===== config.mk =====
export PLATFORM = sky130hd
export DESIGN_NAME = adc_stream_core
export DESIGN_NICKNAME = d
export VERILOG_FILES = /design/src/rtl/adc_pkg.sv /design/src/rtl/stream_pkg.sv /design/src/rtl/adc_input_sync.sv /design/src/rtl/tdm_deserializer.sv /design/src/rtl/stream_source_select.sv /design/src/rtl/adc_stream_core.sv
export SDC_FILE = /design/constraint.sdc
export NUM_CORES = 1
export LEC_CHECK = 0
export BUFFER_PORTS_ARGS = -buffer_cell sky130_fd_sc_hd__buf_2
export CAP_MARGIN = 5
export CORE_MARGIN = 2
export CORE_UTILIZATION = 50
export CTS_BUF_LIST = sky130_fd_sc_hd__clkbuf_8
export CTS_CLUSTER_SIZE = 8
export DETAILED_ROUTE_END_ITERATION = 8
export GPL_ROUTABILITY_DRIVEN = 1
export MAX_ROUTING_LAYER = met4
export PLACE_DENSITY_LB_ADDON = 0.08
export SYNTH_ARGS = -nofsm -noshare
export SYNTH_HDL_FRONTEND = slang
export SYNTH_SLANG_ARGS = --single-unit
export TNS_END_PERCENT = 20

===== constraint.sdc =====
create_clock -name clk -period 19.5 [get_ports clk]
set_input_delay 3.9 -clock clk [delete_from_list [all_inputs] [get_ports clk]]
set_output_delay 3.9 -clock clk [all_outputs]
set_load 0.02 [all_outputs]

===== src/rtl/adc_pkg.sv =====
package adc_pkg;

    // Lane layout of the TDM sample port
    localparam int lane_count = 8;

    // Raw sample bits per lane in one frame
    localparam int packet_bits = 24;

    // All lanes packed side by side
    localparam int frame_bits = lane_count * packet_bits;

    // One lane's packet as shifted in, first bit on top
    typedef logic [packet_bits-1:0] adc_packet_t;

    // Ascending range keeps lane 0 in the most significant bits
    typedef adc_packet_t [0:lane_count-1] adc_frame_t;

    // One bit per data lane pin
    typedef logic [lane_count-1:0] lane_bus_t;

endpackage


===== src/rtl/stream_pkg.sv =====
package stream_pkg;

    // One ADC frame fills one payload beat
    localparam int stream_data_bits = adc_pkg::frame_bits;

    // Byte enables
    localparam int stream_keep_bits = stream_data_bits / 8;

    // Payload stream beat, valid and ready travel beside it
    typedef struct packed {
        logic [stream_data_bits-1:0] data;
        logic [stream_keep_bits-1:0] keep;
        logic                        last;  // End of packet
        logic                        user;  // Error or side flag
    } stream_beat_t;

endpackage


===== src/rtl/adc_input_sync.sv =====
`timescale 1ns/1ns

module adc_input_sync (
    input  logic              clk,
    input  logic              rst,
    input  logic              fsync,
    input  logic              dclk,
    input  adc_pkg::lane_bus_t dout,
    output logic              sync_fsync,
    output adc_pkg::lane_bus_t sync_dout,
    output logic              dclk_rise
);
    import adc_pkg::*;

    logic      fsync_meta;
    logic      fsync_sync;
    logic      dclk_meta;
    logic      dclk_sync;
    logic      dclk_dly;  // Previous synchronized dclk level
    lane_bus_t dout_meta;
    lane_bus_t dout_sync;

    // Control pins, cleared so no false edge leaves reset
    always_ff @(posedge clk)
    begin
        if (rst)
        begin
            fsync_meta <= 1'b0;
            fsync_sync <= 1'b0;
            dclk_meta  <= 1'b0;
            dclk_sync  <= 1'b0;
            dclk_dly   <= 1'b0;
        end
        else
        begin
            fsync_meta <= fsync;
            fsync_sync <= fsync_meta;
            dclk_meta  <= dclk;
            dclk_sync  <= dclk_meta;
            dclk_dly   <= dclk_sync;
        end
    end

    // Data lanes
    always_ff @(posedge clk)
    begin
        dout_meta <= dout;
        dout_sync <= dout_meta;
    end

    assign sync_fsync = fsync_sync;
    assign sync_dout  = dout_sync;
    assign dclk_rise  = dclk_sync & ~dclk_dly;  // High for one clk per dclk edge

    // dclk at most a quarter of clk, so rises stay four cycles apart
    assert property (@(posedge clk) disable iff (rst)
        dclk_rise |-> !$past(dclk_rise, 2) && !$past(dclk_rise, 3));

endmodule


===== src/rtl/tdm_deserializer.sv =====
`timescale 1ns/1ns

module tdm_deserializer (
    input  logic               clk,
    input  logic               rst,
    input  logic               sync_fsync,
    input  adc_pkg::lane_bus_t sync_dout,
    input  logic               dclk_rise,
    output adc_pkg::adc_frame_t frame,
    output logic               frame_valid
);
    import adc_pkg::*;

    localparam int cnt_bits = $clog2(packet_bits + 1);

    typedef logic [cnt_bits-1:0] cnt_t;

    cnt_t       cnt_q;  // Bits received, zero means idle
    adc_frame_t shift_q;
    adc_frame_t shift_next;
    adc_frame_t frame_q;
    logic       frame_valid_q;
    logic       restart;
    logic       advance;
    logic       complete;

    always_comb
    begin
        for (int i = 0; i < lane_count; i++)
        begin
            shift_next[i] = {shift_q[i][packet_bits-2:0], sync_dout[i]};  // MSB first
        end
    end

    // Sync always wins, even mid packet
    assign restart = dclk_rise && sync_fsync;

    // Extra bits after a full packet fall through here
    assign advance  = dclk_rise && !sync_fsync && (cnt_q != '0)
                      && (cnt_q < cnt_t'(packet_bits));
    assign complete = advance && (cnt_q == cnt_t'(packet_bits - 1));

    always_ff @(posedge clk)
    begin
        if (rst)
        begin
            cnt_q         <= '0;
            frame_valid_q <= 1'b0;
        end
        else
        begin
            frame_valid_q <= complete;
            if (restart)
            begin
                cnt_q <= cnt_t'(1);
            end
            else if (advance)
            begin
                cnt_q <= cnt_q + cnt_t'(1);
            end
        end
    end

    always_ff @(posedge clk)
    begin
        if (restart || advance)
        begin
            shift_q <= shift_next;
        end
        if (complete)
        begin
            frame_q <= shift_next;  // Include the bit arriving now
        end
    end

    assign frame       = frame_q;
    assign frame_valid = frame_valid_q;

    assert property (@(posedge clk) disable iff (rst) cnt_q <= cnt_t'(packet_bits));

endmodule


===== src/rtl/stream_source_select.sv =====
`timescale 1ns/1ns

module stream_source_select (
    input  logic                   clk,
    input  logic                   rst,
    input  logic [3:0]             sw,
    input  adc_pkg::adc_frame_t    frame,
    input  logic                   frame_valid,
    input  stream_pkg::stream_beat_t rx,
    input  logic                   rx_valid,
    output logic                   rx_ready,
    output stream_pkg::stream_beat_t tx,
    output logic                   tx_valid,
    input  logic                   tx_ready
);
    import stream_pkg::*;

    logic         loopback;
    stream_beat_t adc_beat;
    stream_beat_t tx_q;
    logic         tx_valid_q;
    logic         rx_take;

    assign loopback = &sw;  // All four switches up

    always_comb
    begin
        adc_beat.data = frame;
        adc_beat.keep = '1;
        adc_beat.last = 1'b1;  // One frame per packet
        adc_beat.user = 1'b0;
    end

    // ADC mode drains the receive side
    assign rx_ready = loopback ? (!tx_valid_q || tx_ready) : 1'b1;
    assign rx_take  = loopback && rx_valid && rx_ready;

    always_ff @(posedge clk)
    begin
        if (rst)
        begin
            tx_valid_q <= 1'b0;
        end
        else if ((!loopback && frame_valid) || rx_take)
        begin
            tx_valid_q <= 1'b1;
        end
        else if (tx_ready)
        begin
            tx_valid_q <= 1'b0;
        end
    end

    always_ff @(posedge clk)
    begin
        if (rx_take)
        begin
            tx_q <= rx;
        end
        else if (!loopback && frame_valid)
        begin
            tx_q <= adc_beat;  // Newest frame overwrites a pending one
        end
    end

    assign tx       = tx_q;
    assign tx_valid = tx_valid_q;

    // Held beat must survive back-pressure when looping back
    assert property (@(posedge clk) disable iff (rst)
        loopback && tx_valid && !tx_ready |=> $stable(tx) && tx_valid);

endmodule


===== src/rtl/adc_stream_core.sv =====
`timescale 1ns/1ns

module adc_stream_core (
    input  logic                     clk,
    input  logic                     rst,
    input  logic [3:0]               sw,
    input  logic                     fsync,
    input  logic                     dclk,
    input  adc_pkg::lane_bus_t       dout,
    input  stream_pkg::stream_beat_t rx,
    input  logic                     rx_valid,
    output logic                     rx_ready,
    output stream_pkg::stream_beat_t tx,
    output logic                     tx_valid,
    input  logic                     tx_ready,
    output logic [15:0]              led
);
    import adc_pkg::*;

    logic       sync_fsync;
    lane_bus_t  sync_dout;
    logic       dclk_rise;
    adc_frame_t frame;
    logic       frame_valid;

    adc_input_sync i_sync (
        .clk        (clk),
        .rst        (rst),
        .fsync      (fsync),
        .dclk       (dclk),
        .dout       (dout),
        .sync_fsync (sync_fsync),
        .sync_dout  (sync_dout),
        .dclk_rise  (dclk_rise)
    );

    tdm_deserializer i_deser (
        .clk         (clk),
        .rst         (rst),
        .sync_fsync  (sync_fsync),
        .sync_dout   (sync_dout),
        .dclk_rise   (dclk_rise),
        .frame       (frame),
        .frame_valid (frame_valid)
    );

    stream_source_select i_select (
        .clk         (clk),
        .rst         (rst),
        .sw          (sw),
        .frame       (frame),
        .frame_valid (frame_valid),
        .rx          (rx),
        .rx_valid    (rx_valid),
        .rx_ready    (rx_ready),
        .tx          (tx),
        .tx_valid    (tx_valid),
        .tx_ready    (tx_ready)
    );

    assign led = rx.data[15:0];  // Straight from the receive bus

endmodule


==> out/metrics.yaml, run 1 <==
outcome:
  status: "finished clean"
grt:
  grt_max_degree: 175
  grt_use_total_pct: 18.6
  antenna_found_initial: 9
  overflow: 0
  grt_pass1_wl_um: 59700
  grt_pass1_vias: 10500
power:
  vdd_drop_max_uv: 56.8
  leakagePower_nw: 9.61
  pwr_density_cell_nw_per_um2: 95.7
placed_design:
  dpl_cell_area_um2: 24100
  gp_congestion: 0.767
  dpl_worst_slack_ns: 11.16
  dp_hpwl_um: 25300
  port_buffers: 471
clocking:
  clockBufferDepth: 3
  clock-sinks: 622
  cts_hold_buffers: 0
  cts_inserted_buffers: 98
  ctsResizeCount: 0
  htree_num_levels: 3
  clkLatencyLatePin_ns: 0.64
  path_clk_slew_ns: 0.06
  cts_setup_buffers: 0
  cts_tree: "yes"
  root_buffer: "clkbuf_8"
timing:
  worstMarginPinSlew_ns: 1.06
  fin_setup_tns_ns: 0
  finalHoldViolations: 0
  slew_violations: 0
  fmax_mhz: 120
  setup_viol: 0
  rsz0062_at_grt: "no"
  finalCritPeriodShare_pct: 42.8
  min_period_ns: 8.35
  layout_setup_ws_ns: 11.15
  fin_skew_ns: 0.0229
  maxSlewHeadroom_pct: 29.5
  hold_slack_ns: 0.324
route:
  vias: 10200
  postRouteAntennaNets: 0
  routedWlPerCell_um: 19.5
  wl_um: 40800
  drc: 0
  vias_per_cell: 4.87
  first_iter_violations: 629
  first_pass_iters: 4
die:
  ios: 472
  die_w_um: 210
  core.rowCount: 75
  start_util_pct: 50.7
  die_y_um: 210
  dieArea_um2: 44200
  core_area_um2: 41900
yosys:
  synth_edf_count: 594
  yosysTopAreaCellShare_pct: 83.9
  synth_area_leaders: "edfxtp_1 84%, mux2_2 10%, dfxtp_1 2.6%, or2_2 0.74%, buf_4 0.57%"
  synthFlopType: "edfxtp_1"
  synth_area_um2: 21200
  postSynthAreaPerCell_um2: 23.0
  yosysMostFrequentCell: "edfxtp_1"
  async_flop_share_pct: 0
  ys_ff_latch: 622
  synth_fp_nets: 1162
  synth_area_leader_cell: "edfxtp_1"
  synth_commonest_cells: "594 x edfxtp_1, 192 x mux2_2, 28 x dfxtp_1"
  postSynthCellCount: 924
  yosys_warnings: 0
  ys_seq_area_share_pct: 86.6
  yosysUniqueCellTypes: 29
setup_path:
  path_cells: "buf_2 -> and4_1 -> nand2_1 -> buf_2"
  crit_path_max_fanout: 4
  cp.buffers_inverters: 2
  startpoint_type: "input pin"
  slowest_stage: "and4_1"
  cp-end-kind: "output pin"
  cpPeakStageDelay_ns: 0.25
  worstPathArrival_ns: 4.45
  cp_common_cell: "buf_2"
  path_class: "in2out"
  worstPathRequired_ns: 15.60
  crit_family: "simple AND/OR/NAND/NOR gates"
layout:
  area_growth_syn_to_layout_pct: 22.0
  finish.instance_area_um2: 25900
  drive_above_1_share_pct: 53.0
  nNetsFinal: 1701
min_path:
  hp-class: "reg2reg"
job:
  cap_violations: 0
==> cell families (layout without fill, tap and decap cells) <==
kind of cell / after synthesis / count (layout) / share of synthesized area (%)
and+or+nand+nor: 53 / 53 / 1.53
other: 0 / 9 / 0
xor gates and xnor gates: 1 / 1 / 0.0412
muxes: 193 / 193 / 10.2
adders and majority gates: 2 / 2 / 0.118
DFF: 622 / 622 / 86.6
AOI/OAI and AO/OA: 8 / 8 / 0.271
buffers and inverters: 45 / 662 / 1.23
==> cells in the final DEF (no fill, tap or decap), drive strengths merged, types with 2 or more instances in the layout <==
| cell type | synthesis | routed |
|---|---|---|
| a21oi | 4 | 4 |
| buf | 37 | 480 |
| clkbuf | 4 | 106 |
| clkinv | 0 | 16 |
| clkinvlp | 0 | 5 |
| dfxtp | 28 | 28 |
| diode | 0 | 9 |
| edfxtp | 594 | 594 |
| ha | 2 | 2 |
| inv | 4 | 55 |
| mux2 | 192 | 192 |
| nand2 | 4 | 4 |
| nand2b | 2 | 2 |
| nand3 | 3 | 3 |
| nand3b | 2 | 2 |
| nor2 | 4 | 4 |
| nor2b | 7 | 7 |
| or2 | 25 | 25 |
==> stage by stage <==
stage               util [%]  power [mW]  std cells
finish                  61.8        2.48       2089
global route            61.8        2.58       2089
CTS                     61.7        2.52       2080
detailed placement      57.5        1.53       1902
global placement        57.5        1.53       1902
floorplan                  -        1.50        924
==> worst reg2reg max path: cells and delay by family (launching register included) <==
family        cells  cell delay (ns)
flops             1             0.33
buf+inv           2             1.65
mux               1             0.50
simple gates      2             0.42
==> cell type report <==
type,count,area (um^2)
antenna,9,22.5
sequential,622,18400
timing repair buffer,480,2440
multi-input combinational,257,2610
clock inverter,72,302
tap,539,674
fill,3109,16000
clock buffer,106,1460
inverter,4,15.0
==> sequential cells by signal, indices dropped and copies added, names as in the netlist, 5 cells and up <==
| register | flops |
|---|---|
| i_deser.cnt_q | 5 |
| i_select.tx | 218 |
| i_deser.shift_next | 184 |
| i_sync.dout_meta | 8 |
| i_deser.frame | 192 |
| i_sync.sync_dout | 8 |
==> final timing paths <==
path | from | end | slack [ns] | cells after the start
setup reg to reg | i_select.tx_valid | i_select.tx[193] | 16.36 | 5
setup / recovery | sw[2] | rx_ready | 11.15 | 4
hold reg to reg | i_sync.dout_meta[0] | i_sync.sync_dout[0] | 0.32 | 0
hold / removal | i_sync.dout_meta[0] | i_sync.sync_dout[0] | 0.32 | 0
==> power breakdown <==
group / total, mW / switching, mW / internal (mW)
logic: 0.0459 / 0.0213 / 0.0245
registers: 1.46 / 0.00237 / 1.45
clock network: 0.980 / 0.481 / 0.498
total: 2.48 / 0.505 / 1.98
==> metal layers <==
layer | vias up | routed length [um] | GRT usage [%]
met4 | 0 | 806 | 6.75
met1 | 5015 | 16400 | 22.2
li1 | 4745 | - | -
met2 | 349 | 20300 | 29.7
met3 | 62 | 3280 | 6.21
met5 | - | 0 | -
No activity file was read; power rests on OpenSTA's default activity.
==> run 2: changes to the inputs <==
- clock period: 19.5 -> 7.2 ns (I/O delays scaled with it)
==> run 2 against run 1 <==
Against the previous run:
- clock power grew to 2.7 times the previous value
- power grew to 2.7 times the previous value
- combinational power grew to 2.8 times the previous value
- count of clock-buffer cells in the layout up 4
- clock skew increased by 0.0052 ns
- register-to-register slack got worse by 13 ns
==> out/metrics.yaml, run 2 (synthesis results as in run 1) <==
timing:
  worstMarginPinSlew_ns: 1.09  # +0.0341 ns
  maxSlewHeadroom_pct: 27.2  # -2.3 points
  layout_setup_ws_ns: 3.28  # -7.87 ns
  fin_skew_ns: 0.0282  # +0.00524 ns
  slew_violations: 0  # unchanged
  setup_viol: 0  # unchanged
  rsz0062_at_grt: "no"
  finalHoldViolations: 0  # unchanged
  fmax_mhz: 255
  min_period_ns: 3.92
  finalCritPeriodShare_pct: 54.4
clocking:
  clockBufferDepth: 3  # unchanged
  htree_num_levels: 3  # unchanged
  path_clk_slew_ns: 0.06  # about the same
  cts_hold_buffers: 0  # unchanged
  ctsResizeCount: 0  # unchanged
  cts_tree: "yes"
  clkLatencyLatePin_ns: 0.64  # about the same
  clock-sinks: 622  # unchanged
  cts_setup_buffers: 0  # unchanged
  root_buffer: "clkbuf_8"
  cts_inserted_buffers: 98  # unchanged
layout:
  ff_latch_area_um2: 18400  # unchanged
  fill_cells: 3098  # -0.35%
  largest_reg_flops: 218  # unchanged
  final_common_cell: "edfxtp_1"
  layout_common_cells: "594 x edfxtp_1, 471 x buf_2, 192 x mux2_2, 110 x clkbuf_8, 53 x inv_1"
  area_growth_syn_to_layout_pct: 22.3
  drive_above_1_share_pct: 53.0  # about the same
  multi_input_area_um2: 2620  # +0.24%
  nNetsFinal: 1702  # +0.059%
  layout.cells.non_filler: 2091  # +0.096%
power:
  power_frac_seq_pct: 58.4  # -0.3 points
  power_frac_comb_pct: 1.9  # about the same
  power_mw: 6.76  # +170%
  p_sw_mw: 1.36  # +170%
  leakagePower_nw: 9.65  # +0.34%
  vdd_drop_max_uv: 166  # +190%
  p_int_mw: 5.40  # +170%
  pwr_density_cell_nw_per_um2: 260  # +170%
  p_sw_share_pct: 20.1  # -0.22 points
  pwr-share-clk_pct: 39.7  # +0.2 points
setup_path:
  startpoint_type: "input pin"
  cp.buffers_inverters: 2  # unchanged
  r2r_slack_ns: 3.84  # -12.52 ns
  reg2reg_from: "i_deser.cnt_q[0]"
  path_class: "in2reg"
  crit_family: "simple AND/OR/NAND/NOR gates"
  worst_r2r_path_depth: 8  # +3
  cpPeakStageDelay_ns: 0.96  # +0.71 ns
  cp-end-kind: "flip-flop"
  worstPathArrival_ns: 4.17  # -0.28 ns
  path_cells: "buf_2 -> and4_1 -> nand3b_1 -> nand2_4 -> buf_12"
  crit_path_max_fanout: 137  # +133
  worstPathRequired_ns: 7.46  # -8.14 ns
  slowest_stage: "nand2_4"
  reg2reg_to: "i_deser.frame[68]"
grt:
  grt_pass1_vias: 10400  # -1.2%
  grt_max_degree: 138  # -21%
  grt_use_total_pct: 18.6  # -0.053 points
  antenna_found_initial: 10  # +1
  overflow: 0  # unchanged
  grt_pass1_wl_um: 59300  # -0.66%
route:
  vias: 10200  # +0.40%
  first_pass_iters: 5  # +1
  vias_per_cell: 4.88  # +0.31%
  drc: 0  # unchanged
  wl_um: 40800  # about the same
  first_iter_violations: 731  # +16%
  postRouteAntennaNets: 0  # unchanged
  routedWlPerCell_um: 19.5  # -0.12%
die:
  core.rowCount: 75  # unchanged
  dieArea_um2: 44200  # unchanged
  start_util_pct: 50.7  # unchanged
  die_y_um: 210  # unchanged
  die_w_um: 210  # unchanged
  ios: 472  # unchanged
  core_area_um2: 41900  # unchanged
job:
  cap_violations: 0  # unchanged
placed_design:
  port_buffers: 471  # unchanged
  dpl_worst_slack_ns: 2.69  # -8.47 ns
  gp_congestion: 0.796  # +3.9%
  dp_hpwl_um: 25700  # +1.6%
  dp_cells: 1903  # +0.053%
outcome:
  status: "finished clean"
min_path:
  hold_depth: 0  # unchanged
  min_from: "i_sync.dout_meta[6]"
  holdPathEnd: "i_sync.sync_dout[6]"
  hp-class: "reg2reg"
==> run 2: cell types whose count changed in the layout (fill, tap and decap cells not counted), moves of 2 or more <==
cell,delta
clkbuf_8,+4
clkinv_2,-2
inv_6,+2
clkinvlp_4,-4
==> run 2: worst max-delay path by stage <==
| stage | endpoint | slack [ns] | cells past startpoint | from |
|---|---|---|---|---|
| floorplan | i_select.tx[0] | -0.22 | 5 | sw[2] |
| global placement | i_select.tx[119] | 2.77 | 5 | sw[2] |
| detailed placement | i_select.tx[119] | 2.69 | 5 | sw[2] |
| CTS | i_select.tx[24] | 3.38 | 5 | sw[2] |
| global route | i_select.tx[115] | 3.12 | 5 | sw[2] |
| finish | i_select.tx[161] | 3.28 | 5 | sw[2] |
==> run 2: layout make-up <==
type,instances,area share (%)
Clock inverter,68,1.07
Multi-Input combinational cell,257,10.1
Tap cell,539,2.60
Timing Repair Buffer,481,9.46
Sequential cell,622,70.8
Antenna cell,10,0.0963
Inverter,4,0.0578
Clock buffer,110,5.83
==> run 2: routing by layer <==
layer  GRT usage [%]  wire (um)
met2            29.0      20000
met4            6.70        993
met5               -          0
met3            6.11       3310
met1            22.8      16500
==> run 2: power groups by stage <==
stage	clock network [mW]	logic, mW	registers (mW)
global route	2.93	0.140	3.94
floorplan	0	0.0467	4.03
finish	2.68	0.128	3.94
detailed placement	0	0.130	4.02
CTS	2.78	0.131	3.94
global placement	0	0.129	4.02
==> run 2: worst register-to-register path: cells and delay by family (launching register included) <==
| kind | cells | cell delay (ns) |
|---|---|---|
| buffers and inverters | 3 | 1.44 |
| and+or+nand+nor | 4 | 0.92 |
| DFF | 1 | 0.35 |
| adders and majority gates | 1 | 0.19 |
==> run 2: through the flow <==
| step | util [%] | setup TNS (ns) | hold WS (ns) | area (um^2) |
|---|---|---|---|---|
| 6_report | 61.9 | 0 | 0.325 | 26000 |
| 5_1_grt | 61.9 | 0 | 0.328 | 26000 |
| 4_1_cts | 61.9 | 0 | 0.326 | 26000 |
| 3_5_place_dp | 57.6 | 0 | 0.312 | 24200 |
| 3_3_place_gp | 57.6 | 0 | 0.313 | 24200 |
| 2_1_floorplan | - | -48.79 | 0.310 | 21300 |
==> run 3: changes to the inputs <==
- clock period: 7.2 -> 4 ns (I/O delays scaled with it)
==> run 3 against run 2 <==
Against the previous run:
- worst hold slack got worse by 0.065 ns
- die area unchanged
- largest cell class unchanged
- final area increased by 0.34%
- sequential share of layout area decreased by 0.23 points
==> out/metrics.yaml, run 3 (synthesis results as in run 1) <==
timing:
  fmax_mhz: 398
  worstMarginPinSlew_ns: 0.777  # -0.315 ns
  setup_viol: 0  # unchanged
  finalCritPeriodShare_pct: 62.8
  finalHoldViolations: 0  # unchanged
  maxSlewHeadroom_pct: 48.2  # +21 points
  hold_slack_ns: 0.260  # -0.0652 ns
  fin_skew_ns: 0.0275  # -0.000618 ns
  slew_violations: 0  # unchanged
  min_period_ns: 2.51
  rsz0062_at_grt: "no"
  fin_setup_tns_ns: 0  # unchanged
clocking:
  cts_inserted_buffers: 99  # +1.0%
  clockBufferDepth: 3  # unchanged
  cts_hold_buffers: 0  # unchanged
  clkLatencyLatePin_ns: 0.65  # about the same
  root_buffer: "clkbuf_8"
  cts_tree: "yes"
  path_clk_slew_ns: 0.06  # about the same
  cts_setup_buffers: 0  # unchanged
  ctsResizeCount: 0  # unchanged
  clock-sinks: 622  # unchanged
  htree_num_levels: 3  # unchanged
setup_path:
  crit_path_max_fanout: 113  # -18%
  worstPathRequired_ns: 4.26  # -3.20 ns
  path_cells: "inv_2 -> ha_2 -> or4b_1 -> and4b_1 -> nand3_4 -> nor3b_4 -> buf_12"
  cp-end-kind: "flip-flop"
  path_class: "reg2reg"
  startpoint_type: "flip-flop"
  worstPathArrival_ns: 2.77  # -1.40 ns
  slowest_stage: "buf_12"
  cpPeakStageDelay_ns: 0.53  # -0.43 ns
power:
  pwr_density_cell_nw_per_um2: 466  # +79%
  vdd_drop_max_uv: 309  # +87%
  leakagePower_nw: 9.67  # +0.23%
die:
  core.rowCount: 75  # unchanged
  die_y_um: 210  # unchanged
  dieArea_um2: 44200  # unchanged
  start_util_pct: 50.7  # unchanged
  ios: 472  # unchanged
  core_area_um2: 41900  # unchanged
  die_w_um: 210  # unchanged
placed_design:
  dp_hpwl_um: 25300  # -1.7%
  gp_congestion: 0.774  # -2.8%
  port_buffers: 471  # unchanged
grt:
  grt_pass1_wl_um: 58300  # -1.7%
  grt_use_total_pct: 18.2  # -0.36 points
  overflow: 0  # unchanged
  grt_pass1_vias: 10400  # +0.039%
  grt_max_degree: 121  # -12%
  antenna_found_initial: 9  # -1
layout:
  layout_common_cells: "594 x edfxtp_1, 471 x buf_2, 192 x mux2_2, 110 x clkbuf_8, 50 x inv_1"
  final_common_cell: "edfxtp_1"
  area_growth_syn_to_layout_pct: 22.7
  nNetsFinal: 1702  # unchanged
  largest_reg_flops: 218  # unchanged
  drive_above_1_share_pct: 53.4  # +0.39 points
route:
  wl_um: 39900  # -2.1%
  vias: 10200  # -0.47%
  vias_per_cell: 4.87  # -0.33%
  drc: 0  # unchanged
  first_iter_violations: 619  # -15%
  postRouteAntennaNets: 0  # unchanged
  first_pass_iters: 5  # unchanged
  routedWlPerCell_um: 19.1  # -2.0%
job:
  cap_violations: 0  # unchanged
outcome:
  status: "finished clean"
min_path:
  hp-class: "in2reg"
## run 3: final timing paths
check / cells after the start / end / from / slack [ns]
hold reg to reg: 0 / i_sync.sync_dout[0] / i_sync.dout_meta[0] / 0.33
setup / recovery: 7 / i_deser.frame[76] / i_deser.cnt_q[1] / 1.49
hold / removal: 1 / i_sync.dout_meta[2] / dout[2] / 0.26
setup reg to reg: 7 / i_deser.frame[76] / i_deser.cnt_q[1] / 1.49
## run 3: layout make-up
class	count	area [um^2]
Sequential cell	622	18400
Fill cell	3112	15900
Multi-Input combinational cell	257	2640
Timing Repair Buffer	480	2520
Clock buffer	110	1510
Tap cell	539	674
Clock inverter	67	275
Antenna cell	9	22.5
Inverter	4	15.0
## run 3: layer usage
layer | GRT usage [%] | wire length (um) | vias to the layer above
li1 | - | - | 4739
met5 | - | 0 | -
met4 | 6.38 | 711 | 0
met3 | 6.26 | 2880 | 54
met2 | 28.8 | 20300 | 345
met1 | 21.9 | 16100 | 5026
## run 3: critical path: cells and delay by family, from the launching register on
family | cells | cell delay (ns)
AND/OR/NAND/NOR | 4 | 0.97
flip-flops | 1 | 0.36
adder cells (fa/ha/maj) | 1 | 0.16
buffers and inverters | 2 | 0.57
## run 3: where the power goes
part | switching, mW | internal, mW | leakage (nW) | total, mW
Sequential | 0.0118 | 7.09 | 5.65 | 7.10
Combinational | 0.112 | 0.122 | 2.92 | 0.234
Clock | 2.29 | 2.51 | 1.10 | 4.80
Total | 2.42 | 9.72 | 9.67 | 12.1
## run 3: through the flow
stage	utilization, %	power, mW	cells	setup slack, ns	cell area, um^2
3_3_place_gp	57.8	7.47	1902	1.02	24300
3_5_place_dp	57.8	7.47	1902	0.983	24300
4_1_cts	62.1	12.3	2079	1.49	26000
2_1_floorplan	-	7.33	924	-2.41	21300
6_report	62.1	12.1	2088	1.49	26100
5_1_grt	62.1	12.6	2088	1.35	26100
